**src/mem_pkg.sv**
```systemverilog
`default_nettype none

package mem_pkg;

  // Bytes in one memory word
  localparam int BYTES_PER_WORD = 4;

  // Width of a processor-side byte address
  localparam int BYTE_ADDR_BITS = 32;

  // Default RAM depths as log2 of the word count
  localparam int DEFAULT_DATA_WORDS_LOG2  = 10;
  localparam int DEFAULT_INSTR_WORDS_LOG2 = 10;

  // One data word
  typedef logic [8*BYTES_PER_WORD-1:0] word_t;

  // One enable bit per byte lane
  typedef logic [BYTES_PER_WORD-1:0] be_t;

  // Byte address as issued by the processor side
  typedef logic [BYTE_ADDR_BITS-1:0] byte_addr_t;

  // Request content that travels with a req strobe.
  // Loader ports reuse it with a word address in the low bits.
  typedef struct packed {
    byte_addr_t addr;
    logic       we;
    be_t        be;
    word_t      wdata;
  } mem_req_t;

endpackage

`default_nettype wire

```
**src/ram_arbiter.sv**
```systemverilog
`timescale 1ns/100ps
`default_nettype none

module ram_arbiter #(
  parameter int ADDR_WIDTH = 10
) (
  input  logic                  clk,
  input  logic                  rst_n,

  // Loader side, always served
  input  logic                  load_req_i,
  input  mem_pkg::mem_req_t     load_pkt_i,
  output mem_pkg::word_t        load_rdata_o,

  // Processor side, byte addressed
  input  logic                  proc_req_i,
  input  mem_pkg::mem_req_t     proc_pkt_i,
  output logic                  proc_gnt_o,
  output logic                  proc_rvalid_o,
  output mem_pkg::word_t        proc_rdata_o,

  // Shared RAM
  output logic                  ram_en_o,
  output logic [ADDR_WIDTH-1:0] ram_addr_o,
  output logic                  ram_we_o,
  output mem_pkg::be_t          ram_be_o,
  output mem_pkg::word_t        ram_wdata_o,
  input  mem_pkg::word_t        ram_rdata_i
);

  import mem_pkg::*;

  // Byte offset bits dropped from a processor address
  localparam int WORD_OFFSET = $clog2(BYTES_PER_WORD);

  logic proc_rvalid_q;

  // Loader wins, processor waits and keeps its request
  assign proc_gnt_o = proc_req_i & ~load_req_i;
  assign ram_en_o   = load_req_i | proc_gnt_o;

  always_comb
  begin
    if (load_req_i)
    begin
      ram_addr_o  = load_pkt_i.addr[ADDR_WIDTH-1:0];
      ram_we_o    = load_pkt_i.we;
      ram_be_o    = load_pkt_i.be;
      ram_wdata_o = load_pkt_i.wdata;
    end
    else
    begin
      ram_addr_o  = proc_pkt_i.addr[WORD_OFFSET +: ADDR_WIDTH];
      ram_we_o    = proc_pkt_i.we;
      ram_be_o    = proc_pkt_i.be;
      ram_wdata_o = proc_pkt_i.wdata;
    end
  end

  // RAM read is registered, so rvalid trails the grant by one cycle
  always_ff @(posedge clk, negedge rst_n)
  begin
    if (rst_n == 1'b0)
    begin
      proc_rvalid_q <= 1'b0;
    end
    else
    begin
      proc_rvalid_q <= proc_gnt_o;
    end
  end

  assign proc_rvalid_o = proc_rvalid_q;

  // Both sides see the RAM word, each knows when it is meant for it
  assign load_rdata_o = ram_rdata_i;
  assign proc_rdata_o = ram_rdata_i;

  // A held-off processor request stays up until it is granted
  a_proc_req_held : assert property (
    @(posedge clk) disable iff (!rst_n) proc_req_i && !proc_gnt_o |=> proc_req_i
  ) else $error("ram_arbiter: processor request dropped before its grant");

endmodule

`default_nettype wire

```
**config.mk**
```make
export PLATFORM = sky130hd
export DESIGN_NAME = ram_arbiter
export DESIGN_NICKNAME = d
export VERILOG_FILES = /design/src/mem_pkg.sv /design/src/ram_arbiter.sv
export SDC_FILE = /design/constraint.sdc
export NUM_CORES = 1
export LEC_CHECK = 0
export BUFFER_PORTS_ARGS = -buffer_cell sky130_fd_sc_hd__clkbuf_2
export CAP_MARGIN = 20
export CORE_AREA = 2 2 112 114
export CTS_CLUSTER_DIAMETER = 60
export DETAILED_ROUTE_END_ITERATION = 12
export DIE_AREA = 0 0 114 116
export PLACE_DENSITY_LB_ADDON = 0.3
export SETUP_SLACK_MARGIN = 0.1
export SYNTH_ARGS = -nofsm -noshare
export SYNTH_HDL_FRONTEND = slang
export SYNTH_SLANG_ARGS = --single-unit
```
**constraint.sdc**
```tcl
create_clock -name clk -period 1.35 [get_ports clk]
set_clock_uncertainty 0.15 [all_clocks]
set_input_delay 0.135 -clock clk [delete_from_list [all_inputs] [get_ports clk]]
set_output_delay 0.135 -clock clk [all_outputs]
set_load 0.02 [all_outputs]
```
==> metrics.md <==
| Metric | Value |
|---|---|
| Status | complete, no violations |
| Core area | 0.0119 sq mm |
| Hold Path Origin | ram_rdata_i[2] |
| P per Cell Area | 388 mW/mm^2 |
| Total I/O pin count | 288 |
| Antenna Cells | 0 |
| Antenna-violating nets left | 0 |
| Final hold viol count | 0 |
| Routed vias/inst | 3.09 |
| Proportion of layout cells with a drive suffix above 1 | 0.980 |
| Final setup viols | 0 |
| Post-Synth XOR/XNOR Area | 0 |
| Placed Area | between 0.0015 and 0.002 sq mm |
| Pin count of the biggest net entering global routing | 14 |
| GRT overflow | 0 |
| Initial Utilization | 0.0942 |
| Number of DRC markers in iteration 0 | 5 |
| Fin Hold WS | about 120 ps |
| Postcts setup bufs | 0 |
| Area of the mapped netlist | about 0.0011 sq mm |
| Worst-Margin Slew | approximately 150 ps |
| Drt total wl | about 3500 um |
| PortBufs | about 150 |
| Compound-Gate Fraction of Synth Area | 0 |
| Gp weighted congestion | between 0.7 and 0.8 |
| Final WS setup | around 140 ps |
| Post-place setup slack | between 50 and 60 ps |
| Dpl cells | around 350 |
| Routed len/inst | between 9 and 10 um |
| Startpoint Class | input port |
| Worst-path cell chain | buf_12 -> buf_16 -> mux2_2 -> clkbuf_2 |
| Max Fclk | around 830 MHz |
| Global-route wire length before repair | between 4000 and 5000 um |
| CP Capture Type | output pin |
| CP max FO | 12 |
| RSZ-0062 raised after global routing | no |
| # DRC | 0 |
| Adder-Cell Fraction of Synth Area | 0 |
| Leak | between 0.9 and 1 nW |
| Total track usage | 0.0412 |
| DR pass1 iterations | 2 |
| Count leader, synth | buf_4 |
| Peak supply drop | 0.110 mV |
| Cell row count | 40 |
| Setup CP Type | in -> out |
| CP max stage cell | mux2_2 |
| Synth warnings | 0 |
| Synth top area cells | buf_4 (45%), mux2_2 (39%), mux2_4 (11%) |
| Synth top area share | 0.448 |
| Syn avg cell area | ~9.4 sq um |
| Area grow syn2layout | 52.5% |
| Die W | between 100 and 150 um |
| Vias in the first global route | 978 |
| Vias | between 1,000 and 1,500 |
| Die area | 0.0132 sq mm |
| Initial antenna violation count | 0 |
| Chip Height | approximately 120 um |
| Fin crit share | 0.894 |
| Mux contribution to synthesized area | 0.498 |
| Post-synthesis simple-gate area fraction | 0.0111 |
| Synth Flop Type | dfrtp_1 |
| Unique masters post-synth | 7 |
| Worst Setup SP | load_req_i |
| Fin. max-slew vios | 0 |
| Largest family of logic cells by synthesized area | multiplexers |
| Filler cells | roughly 1,400 |
| Asr flop ratio synth | 1.00 |
| Sequential share of the synthesized area | 0.0223 |
| Crit-path max cell delay | 330 ps |
| Max cap viols | 0 |
| Min Clock Period, post-route | roughly 1200 ps |
| Number of flops mapped to enable cells by yosys | 0 |
| Required time worst endpoint | between 1000 and 1500 ps |
| Most frequent cells after synthesis | buf_4 (67), mux2_2 (39), mux2_4 (8), buf_6 (2) |
| Worst slew margin | 0.902 |
| #FFs+latches synth | 1 |
| Largest register FFs | 1 |
| Post-Syn Nets | around 300 |
| Non-filler cells, final | approximately 350 |
| Fin area | 0.00171 sq mm |
| Worst EP arrival | 920 ps |
| HPWL Detailed | between 2000 and 3000 um |
| Post-route setup TNS | 0 ps |
| Synth Instances | between 100 and 150 |
| Area leader, netlist | buf_4 |
| Hold Path Class | in -> out |
| Final Net Count | 381 |
==> final timing paths <==
kind	endpoint	slack, ps	depth (start not counted)
min in group asynchronous	proc_rvalid_o$_DFF_PN0_	300	2
worst min-delay path	load_rdata_o[2]	120	0
max in group asynchronous	proc_rvalid_o$_DFF_PN0_	670	2
worst max-delay path	ram_wdata_o[11]	140	4
==> area by class of cell <==
type	count	area (sq um)	area share
Multi-Input combinational cell	49	572	0.334
Sequential cell	1	25.0	0.0146
Tap cell	147	184	0.107
Timing Repair Buffer	155	931	0.544
==> layout by cell type (no fill, tap or decap), drive strengths merged <==
| master | synthesis | final |
|---|---|---|
| clkbuf | 0 | 149 |
| buf | 69 | 5 |
| mux2 | 47 | 47 |
| dlygate4sd3 | 0 | 1 |
| nor2b | 1 | 1 |
| or2 | 1 | 1 |
| dfrtp | 1 | 1 |
==> repair_timing <==
action | 4_1_cts | 5_1_grt
cloned | 2 | 3
hold endpoints to repair | 1 | 0
hold buffers | 1 | 0
endpoints found under the setup margin | 39 | 38
resized for setup | 4 | 2
==> cells by family (layout without fill, tap and decap cells) <==
logic type             Yosys count  in the layout
multiplexers                    47             47
AND/OR/NAND/NOR                  2              2
buffers and inverters           69            155
flip-flops                       1              1
==> report_power, final <==
group / internal (mW) / switching, mW / total (mW)
Combinational: 0.336 / 0.296 / 0.632
Clock: 0 / 0 / 0
Sequential: 0.0320 / 0.000322 / 0.0323
Total: 0.368 / 0.297 / 0.665
==> critical path, delay by kind of cell <==
kind | cells | cell delay, ps
multiplexers | 1 | 330
buffers and inverters | 3 | 440
==> routing by layer <==
layer | vias up | wire length [um] | global-route usage | part of all wire
met4 | 0 | 9 | 0.00407 | 0.0026
met3 | 5 | 416 | 0.00889 | 0.12
met1 | 455 | 1290 | 0.0523 | 0.37
met5 | - | 0 | 0 | 0
met2 | 115 | 1790 | 0.0742 | 0.51
li1 | 511 | - | - | -
==> metrics by stage <==
stage / power (mW) / util
2_1_floorplan: 0.639 / -
3_3_place_gp: 0.612 / 0.131
3_5_place_dp: 0.615 / 0.131
4_1_cts: 0.647 / 0.137
5_1_grt: 0.711 / 0.144
6_report: 0.665 / 0.144
No activity file was read; power rests on OpenSTA's default activity.
