==> src/mem_pkg.sv <==
`default_nettype none

package mem_pkg;

  // Bytes in one memory word
  localparam int BYTES_PER_WORD = 4;

  // Width of a processor-side byte address
  localparam int BYTE_ADDR_BITS = 32;

  // Default RAM depths as log2 of the word count
  localparam int DEFAULT_DATA_WORDS_LOG2  = 10;
  localparam int DEFAULT_INSTR_WORDS_LOG2 = 10;

  // One data word
  typedef logic [8*BYTES_PER_WORD-1:0] word_t;

  // One enable bit per byte lane
  typedef logic [BYTES_PER_WORD-1:0] be_t;

  // Byte address as issued by the processor side
  typedef logic [BYTE_ADDR_BITS-1:0] byte_addr_t;

  // Request content that travels with a req strobe.
  // Loader ports reuse it with a word address in the low bits.
  typedef struct packed {
    byte_addr_t addr;
    logic       we;
    be_t        be;
    word_t      wdata;
  } mem_req_t;

endpackage

`default_nettype wire

==> src/region_pkg.sv <==
`default_nettype none

package region_pkg;

  // Upper address bits that identify the region
  typedef logic [11:0] tag_t;

  // Tag of the local data RAM
  localparam tag_t LOCAL_TAG = 12'h001;

  // Bit where the tag starts in a byte address
  localparam int TAG_LSB = 20;

  // Side that will deliver the next load/store response
  typedef enum logic {
    RESP_RAM,
    RESP_BUS
  } resp_src_t;

endpackage

`default_nettype wire

==> src/lsu_router.sv <==
`timescale 1ns/100ps
`default_nettype none

module lsu_router (
  input  logic              clk,
  input  logic              rst_n,

  // Load/store port
  input  logic              lsu_req_i,
  input  mem_pkg::mem_req_t lsu_pkt_i,
  output logic              lsu_gnt_o,
  output logic              lsu_rvalid_o,
  output mem_pkg::word_t    lsu_rdata_o,

  // Local data RAM side
  output logic              ram_req_o,
  input  logic              ram_gnt_i,
  input  logic              ram_rvalid_i,
  input  mem_pkg::word_t    ram_rdata_i,

  // External bus side
  output logic              bus_req_o,
  input  logic              bus_gnt_i,
  input  logic              bus_rvalid_i,
  input  mem_pkg::word_t    bus_rdata_i
);

  import region_pkg::*;

  tag_t      req_tag;
  logic      is_local;
  logic      ram_granted;
  logic      bus_granted;
  resp_src_t resp_src_q;
  resp_src_t resp_src_d;

  // Region decode on the upper address bits
  assign req_tag  = lsu_pkt_i.addr[TAG_LSB +: $bits(tag_t)];
  assign is_local = (req_tag == LOCAL_TAG);

  assign ram_req_o = lsu_req_i & is_local;
  assign bus_req_o = lsu_req_i & ~is_local;

  assign ram_granted = ram_req_o & ram_gnt_i;
  assign bus_granted = bus_req_o & bus_gnt_i;

  assign lsu_gnt_o = ram_granted | bus_granted;

  // Remember where the pending response comes from, only on a grant
  always_comb
  begin
    resp_src_d = resp_src_q;
    if (bus_granted)
    begin
      resp_src_d = RESP_BUS;
    end
    else if (ram_granted)
    begin
      resp_src_d = RESP_RAM;
    end
  end

  always_ff @(posedge clk, negedge rst_n)
  begin
    if (rst_n == 1'b0)
    begin
      resp_src_q <= RESP_RAM;
    end
    else
    begin
      resp_src_q <= resp_src_d;
    end
  end

  // Response back to the load/store port
  assign lsu_rdata_o  = (resp_src_q == RESP_BUS) ? bus_rdata_i : ram_rdata_i;
  assign lsu_rvalid_o = ram_rvalid_i | bus_rvalid_i;

  // One outstanding grant means the two sides never answer together
  a_single_resp : assert property (
    @(posedge clk) disable iff (!rst_n) !(ram_rvalid_i && bus_rvalid_i)
  ) else $error("lsu_router: RAM and bus responses in the same cycle");

endmodule

`default_nettype wire

==> config.mk <==
export PLATFORM = sky130hd
export DESIGN_NAME = lsu_router
export DESIGN_NICKNAME = d
export VERILOG_FILES = /design/src/mem_pkg.sv /design/src/region_pkg.sv /design/src/lsu_router.sv
export SDC_FILE = /design/constraint.sdc
export NUM_CORES = 1
export LEC_CHECK = 0
export ABC_AREA = 1
export BUFFER_PORTS_ARGS = -buffer_cell sky130_fd_sc_hd__buf_2
export CORE_AREA = 2 2 68 70
export CTS_CLUSTER_DIAMETER = 40
export DETAILED_ROUTE_END_ITERATION = 8
export DIE_AREA = 0 0 70 72
export PLACE_DENSITY = 0.6
export SLEW_MARGIN = 25
export SYNTH_ARGS = -nofsm -noshare
export SYNTH_HDL_FRONTEND = slang
export SYNTH_SLANG_ARGS = --single-unit
==> constraint.sdc <==
create_clock -name clk -period 1.2 [get_ports clk]
set_input_delay 0 -clock clk [delete_from_list [all_inputs] [get_ports clk]]
set_output_delay 0 -clock clk [all_outputs]
set_load 0.01 [all_outputs]
==> impl_metrics.toml, run 1 <==
[outcome]
run_status = "finished clean"

[sta]
clock-skew-final_ns = 0
finalCritPeriodShare = 0.879
fmax_ghz = 0.948
tightestPinTransition_ns = 0.220
fin_ws_ns = 0.145
slew_headroom = 0.853
setup_tns_ns = 0
worst_hold_slack_ns = 0.263
drv_slew = 0
hold_viol_final = 0
setup_violations = 0
fin_crit_ns = 1.05
rsz0062_at_grt = "no"

[global_routing]
overflow = 0
met3_usage = 0.0153
globalRouteMet1Util = 0.0887
met2_usage = 0.185
busiest_layer = "met2"
grt_pass1_vias = 849
grt_pass1_wl_mm = 3.61
antenna_found_initial = 0
grtUsageTotal = 0.0852
grt_max_degree = 27

[cells_and_area]
multi_input_area_um2 = 551
nets = 317
fin_cells = 227
antenna_cells = 0
areaGrowthSynthToFinish_pct = 95.2
drive_gt1_frac = 0.880
largest_reg_flops = 1
biggestRegsByFlops = "resp_src_q: 1 flops"
stdcell_area_mm2 = 0.00128
seq_area_um2 = 26.3
largest-register = "resp_src_q"
num-fill-cells = 461

[route]
totalWireLength_mm = 2.50
drt_iter0_drc = 3
drtPass1Iterations = 2
vias = 883
detail-route-antenna-nets = 0
vias_per_cell = 3.89
drcViolationCount = 0
wl_per_cell_um = 11.0

[logic_synthesis]
netlist_top_cells_area = "mux2_4 67%, buf_12 9.2%, mux2_2 5.2%"
netlist_instances = 58
synth.most_common_cell = "mux2_4"
synth.net_count = 198
ys_ff_latch = 1
synthMuxAreaShare = 0.717
yosysWarnings = 0
seq_area_frac_synth = 0.0382
yosysTopAreaCell = "mux2_4"
synth.avg_cell_area_um2 = 11.3
synth.distinct_cells = 13
synth_top_family_by_area = "multiplexers"
synth_compound_area_frac = 0.00765
synth_adder_area_share = 0
synth-async-reset-ratio = 1.00
synth_edf_count = 0
netlist_area_um2 = 654
synth_xor_xnor_area_share = 0
yosys-top-cells-count = "29 x mux2_4, 8 x nor2_1, 6 x nand2_1"
synth_top_area_frac = 0.665
synthSimpleGateAreaFrac = 0.117
yosys_most_used_dff = "dfrtp_1"

[floorplanning]
die_y_um = 72
start_util = 0.153
core_area_mm2 = 0.00426
die_w_um = 70
dieArea_mm2 = 0.00504
io_pins = 176
rows = 24

[power_and_ir_drop]
ir_drop_mv = 0.135
p_per_area_mw_per_mm2 = 282
p_leak_nw = 0.836

[setup_path]
start_kind = "flip-flop"
crit_path_max_incr_delay_ns = 0.36
arrival_ns = 1.05
critPathSlowestCell = "dfrtp_2"
crit_chain = "buf_12 > mux2_4 > buf_2"
critical_path_class = "reg -> out"
cp-end-kind = "output port"
crit_fanout = 26
crit_required_ns = 1.20

[place]
place_inst = 226
place_congestion = 0.705
numPortBuffers = 118
hpwl_mm = 2.32
place_area_mm2 = 0.00127
dp_slack_ns = 0.142

[clocking]
clkTransAtPathRegs_ns = 0
cts_resized = 0
worst_skew_pair.late_latency_ns = 0

[flow_run]
max_cap_violations = 0

[worst_hold_path]
min_path_type = "in -> out"
-- through the flow --
stage,utilization,total power [mW]
finish,0.300,0.360
floorplan,-,0.164
global route,0.300,0.388
detailed placement,0.297,0.362
global placement,0.297,0.359
CTS,0.300,0.365
-- cell families after synthesis --
family                 after synthesis
multiplexers                        32
AND/OR/NAND/NOR                     18
buffers and inverters                6
AO/OA/AOI/OAI                        1
flip-flops                           1
-- path summary, 6_finish.rpt --
kind	from	endpoint	slack (ns)	cells after the start
max	resp_src_q	lsu_rdata_o[2]	0.15	3
min	ram_rvalid_i	lsu_rvalid_o	0.26	3
max reg2reg	resp_src_q	resp_src_q	0.38	3
min reg2reg	resp_src_q	resp_src_q	0.70	3
max in group asynchronous	rst_n	resp_src_q	0.79	2
min in group asynchronous	rst_n	resp_src_q	0.31	2
-- worst max-delay path, delay by kind of cell, from the launching register on --
kind                   cells  cell delay [ns]
buffers and inverters      2             0.35
DFF                        1             0.36
muxes                      1             0.32
-- per-layer routing --
layer	vias up	share of wire
met2	77	0.53
met3	0	0.12
met1	366	0.34
li1	440	-
met5	-	0
met4	0	0
-- placed cells by master, fill, tap and decap left out --
cell / n
mux2_4: 29
dfrtp_2: 1
nand4_1: 1
nor2_1: 8
buf_12: 1
inv_1: 2
and2_1: 1
buf_2: 118
buf_4: 1
dlygate4sd3_1: 1
or2_2: 1
nand3_1: 1
a21oi_1: 1
nand2_1: 6
mux2_2: 3
-- final cells by class --
| type | count | area share |
|---|---|---|
| timing repair buffer | 121 | 0.492 |
| multi-input combinational | 51 | 0.431 |
| tap | 52 | 0.0509 |
| sequential | 1 | 0.0206 |
| inverter | 2 | 0.00588 |
-- timing repair --
| action | in CTS | in global routing |
|---|---|---|
| setup buffers | 0 | 0 |
| hold endpoints to repair | 1 | 0 |
| hold buffers | 1 | 0 |
-- power by group --
| part | leakage, nW | total [mW] | switching (mW) | internal [mW] |
|---|---|---|---|---|
| combinational | 0.828 | 0.326 | 0.115 | 0.210 |
| sequential | 0.00844 | 0.0343 | 0.0000116 | 0.0343 |
| clock | 0 | 0 | 0 | 0 |
| total | 0.836 | 0.360 | 0.115 | 0.245 |
Power figures use the tool's default switching activity.
==> inputs of run 2 (changes only) <==
--- a/config.mk
+++ b/config.mk
@@ -7,11 +7,11 @@
 export LEC_CHECK = 0
 export ABC_AREA = 1
 export BUFFER_PORTS_ARGS = -buffer_cell sky130_fd_sc_hd__buf_2
-export CORE_AREA = 2 2 68 70
+export CORE_AREA = 2 2 69 71
 export CTS_CLUSTER_DIAMETER = 40
 export DETAILED_ROUTE_END_ITERATION = 8
-export DIE_AREA = 0 0 70 72
-export PLACE_DENSITY = 0.6
+export DIE_AREA = 0 0 71 73
+export PLACE_DENSITY = 0.58
 export SLEW_MARGIN = 25
 export SYNTH_ARGS = -nofsm -noshare
 export SYNTH_HDL_FRONTEND = slang
==> constraint.sdc (replaced) <==
create_clock -name clk -period 1.25 [get_ports clk]
set_input_delay 0 -clock clk [delete_from_list [all_inputs] [get_ports clk]]
set_output_delay 0 -clock clk [all_outputs]
set_load 0.01 [all_outputs]
==> run 2 against run 1 <==
Net effect: first-iteration DRC count increased by 33%; largest power group unchanged; highest routed layer unchanged; worst hold slack improved by 0.0033 ns; routed wire length decreased by 6.4%; critical endpoint is now lsu_rdata_o[25]; via count decreased by 2.6%; sequential cell count unchanged; critical path depth unchanged.
==> impl_metrics.toml, run 2 (synthesized netlist as in run 1, its figures left out) <==
[route]
drt_iter0_drc = 4
vias_per_cell = 3.76
wl_per_cell_um = 10.2
detail-route-antenna-nets = 0
totalWireLength_mm = 2.34
vias = 860
drtPass1Iterations = 2
drcViolationCount = 0

[outcome]
run_status = "finished clean"

[floorplanning]
io_pins = 176
core_area_mm2 = 0.00454
rows = 25
die_y_um = 73
start_util = 0.144
dieArea_mm2 = 0.00518
die_w_um = 71

[cells_and_area]
mostFrequentLayoutCell = "buf_2"
biggestRegsByFlops = "resp_src_q: 1 flops"
largest-register = "resp_src_q"
largest_reg_flops = 1
drive_gt1_frac = 0.880
final_cell_mix = "118 x buf_2, 29 x mux2_4, 8 x nor2_1"
num-fill-cells = 476
areaGrowthSynthToFinish_pct = 95.6
antenna_cells = 0
nets = 317

[sta]
fin_ws_ns = 0.190
setup_tns_ns = 0
hold_viol_final = 0
finalCritPeriodShare = 0.848
slew_headroom = 0.863
setup_violations = 0
fmax_ghz = 0.943
clock-skew-final_ns = 0
rsz0062_at_grt = "no"
tightestPinTransition_ns = 0.206
drv_slew = 0
fin_crit_ns = 1.06

[power_and_ir_drop]
p_leak_nw = 0.836
ir_drop_mv = 0.149
p_per_area_mw_per_mm2 = 268

[setup_path]
arrival_ns = 1.06
start_kind = "flip-flop"
crit_required_ns = 1.25
crit_fanout = 27
cp-end-kind = "output port"
critical_path_class = "reg -> out"

[global_routing]
grt_max_degree = 28
antenna_found_initial = 0
grtUsageTotal = 0.0759
grt_pass1_vias = 737
overflow = 0
grt_pass1_wl_mm = 3.32

[flow_run]
max_cap_violations = 0

[clocking]
clkTransAtPathRegs_ns = 0
cts_resized = 0
worst_skew_pair.late_latency_ns = 0
cts_setup_buffers = 0
holdBufCountCts = 1

[worst_hold_path]
min_path_type = "in -> out"

[place]
numPortBuffers = 118
dp_slack_ns = 0.182
place_congestion = 0.698
run 2: path summary, 6_finish.rpt:
kind	startpoint	end	slack [ns]	cells after the start
min	ram_rvalid_i	lsu_rvalid_o	0.27	3
min in group asynchronous	rst_n	resp_src_q	0.32	2
max	resp_src_q	lsu_rdata_o[25]	0.19	3
max in group asynchronous	rst_n	resp_src_q	0.83	2
max reg2reg	resp_src_q	resp_src_q	0.45	3
min reg2reg	resp_src_q	resp_src_q	0.67	3
run 2: cell type report:
type | count | area, um2 | share of cell area
inverter | 2 | 7.51 | 0.00587
sequential | 1 | 26.3 | 0.0205
tap | 54 | 67.6 | 0.0528
multi-input combinational | 51 | 551 | 0.430
timing repair buffer | 121 | 628 | 0.491
run 2: through the flow:
step,area [um2],std cells,hold slack (ns),util,total power [mW]
final,1280,229,0.266,0.282,0.343
after global routing,1280,229,0.299,0.282,0.370
after CTS,1280,229,0.269,0.282,0.347
after detailed placement,1270,228,-0.218,0.280,0.344
after global placement,1270,228,-0.223,0.280,0.340
after floorplan,654,58,-0.296,-,0.157
run 2: report_power, final:
part	total (mW)	internal, mW	switching [mW]
Sequential	0.0330	0.0330	0.0000109
Combinational	0.310	0.202	0.108
Clock	0	0	0
run 2: routing by layer:
| layer | share of wire | GRT usage | vias to the layer above |
|---|---|---|---|
| li1 | - | - | 440 |
| met1 | 0.39 | 0.0940 | 344 |
| met2 | 0.48 | 0.150 | 76 |
| met3 | 0.13 | 0.00829 | 0 |
| met4 | 0 | 0 | 0 |
| met5 | 0 | 0 | - |
run 2: worst max-delay path: stages (launching register included):
cell	delay [ns]
dfrtp_2	0.36
buf_12	0.22
mux2_4	0.32
buf_2	0.14
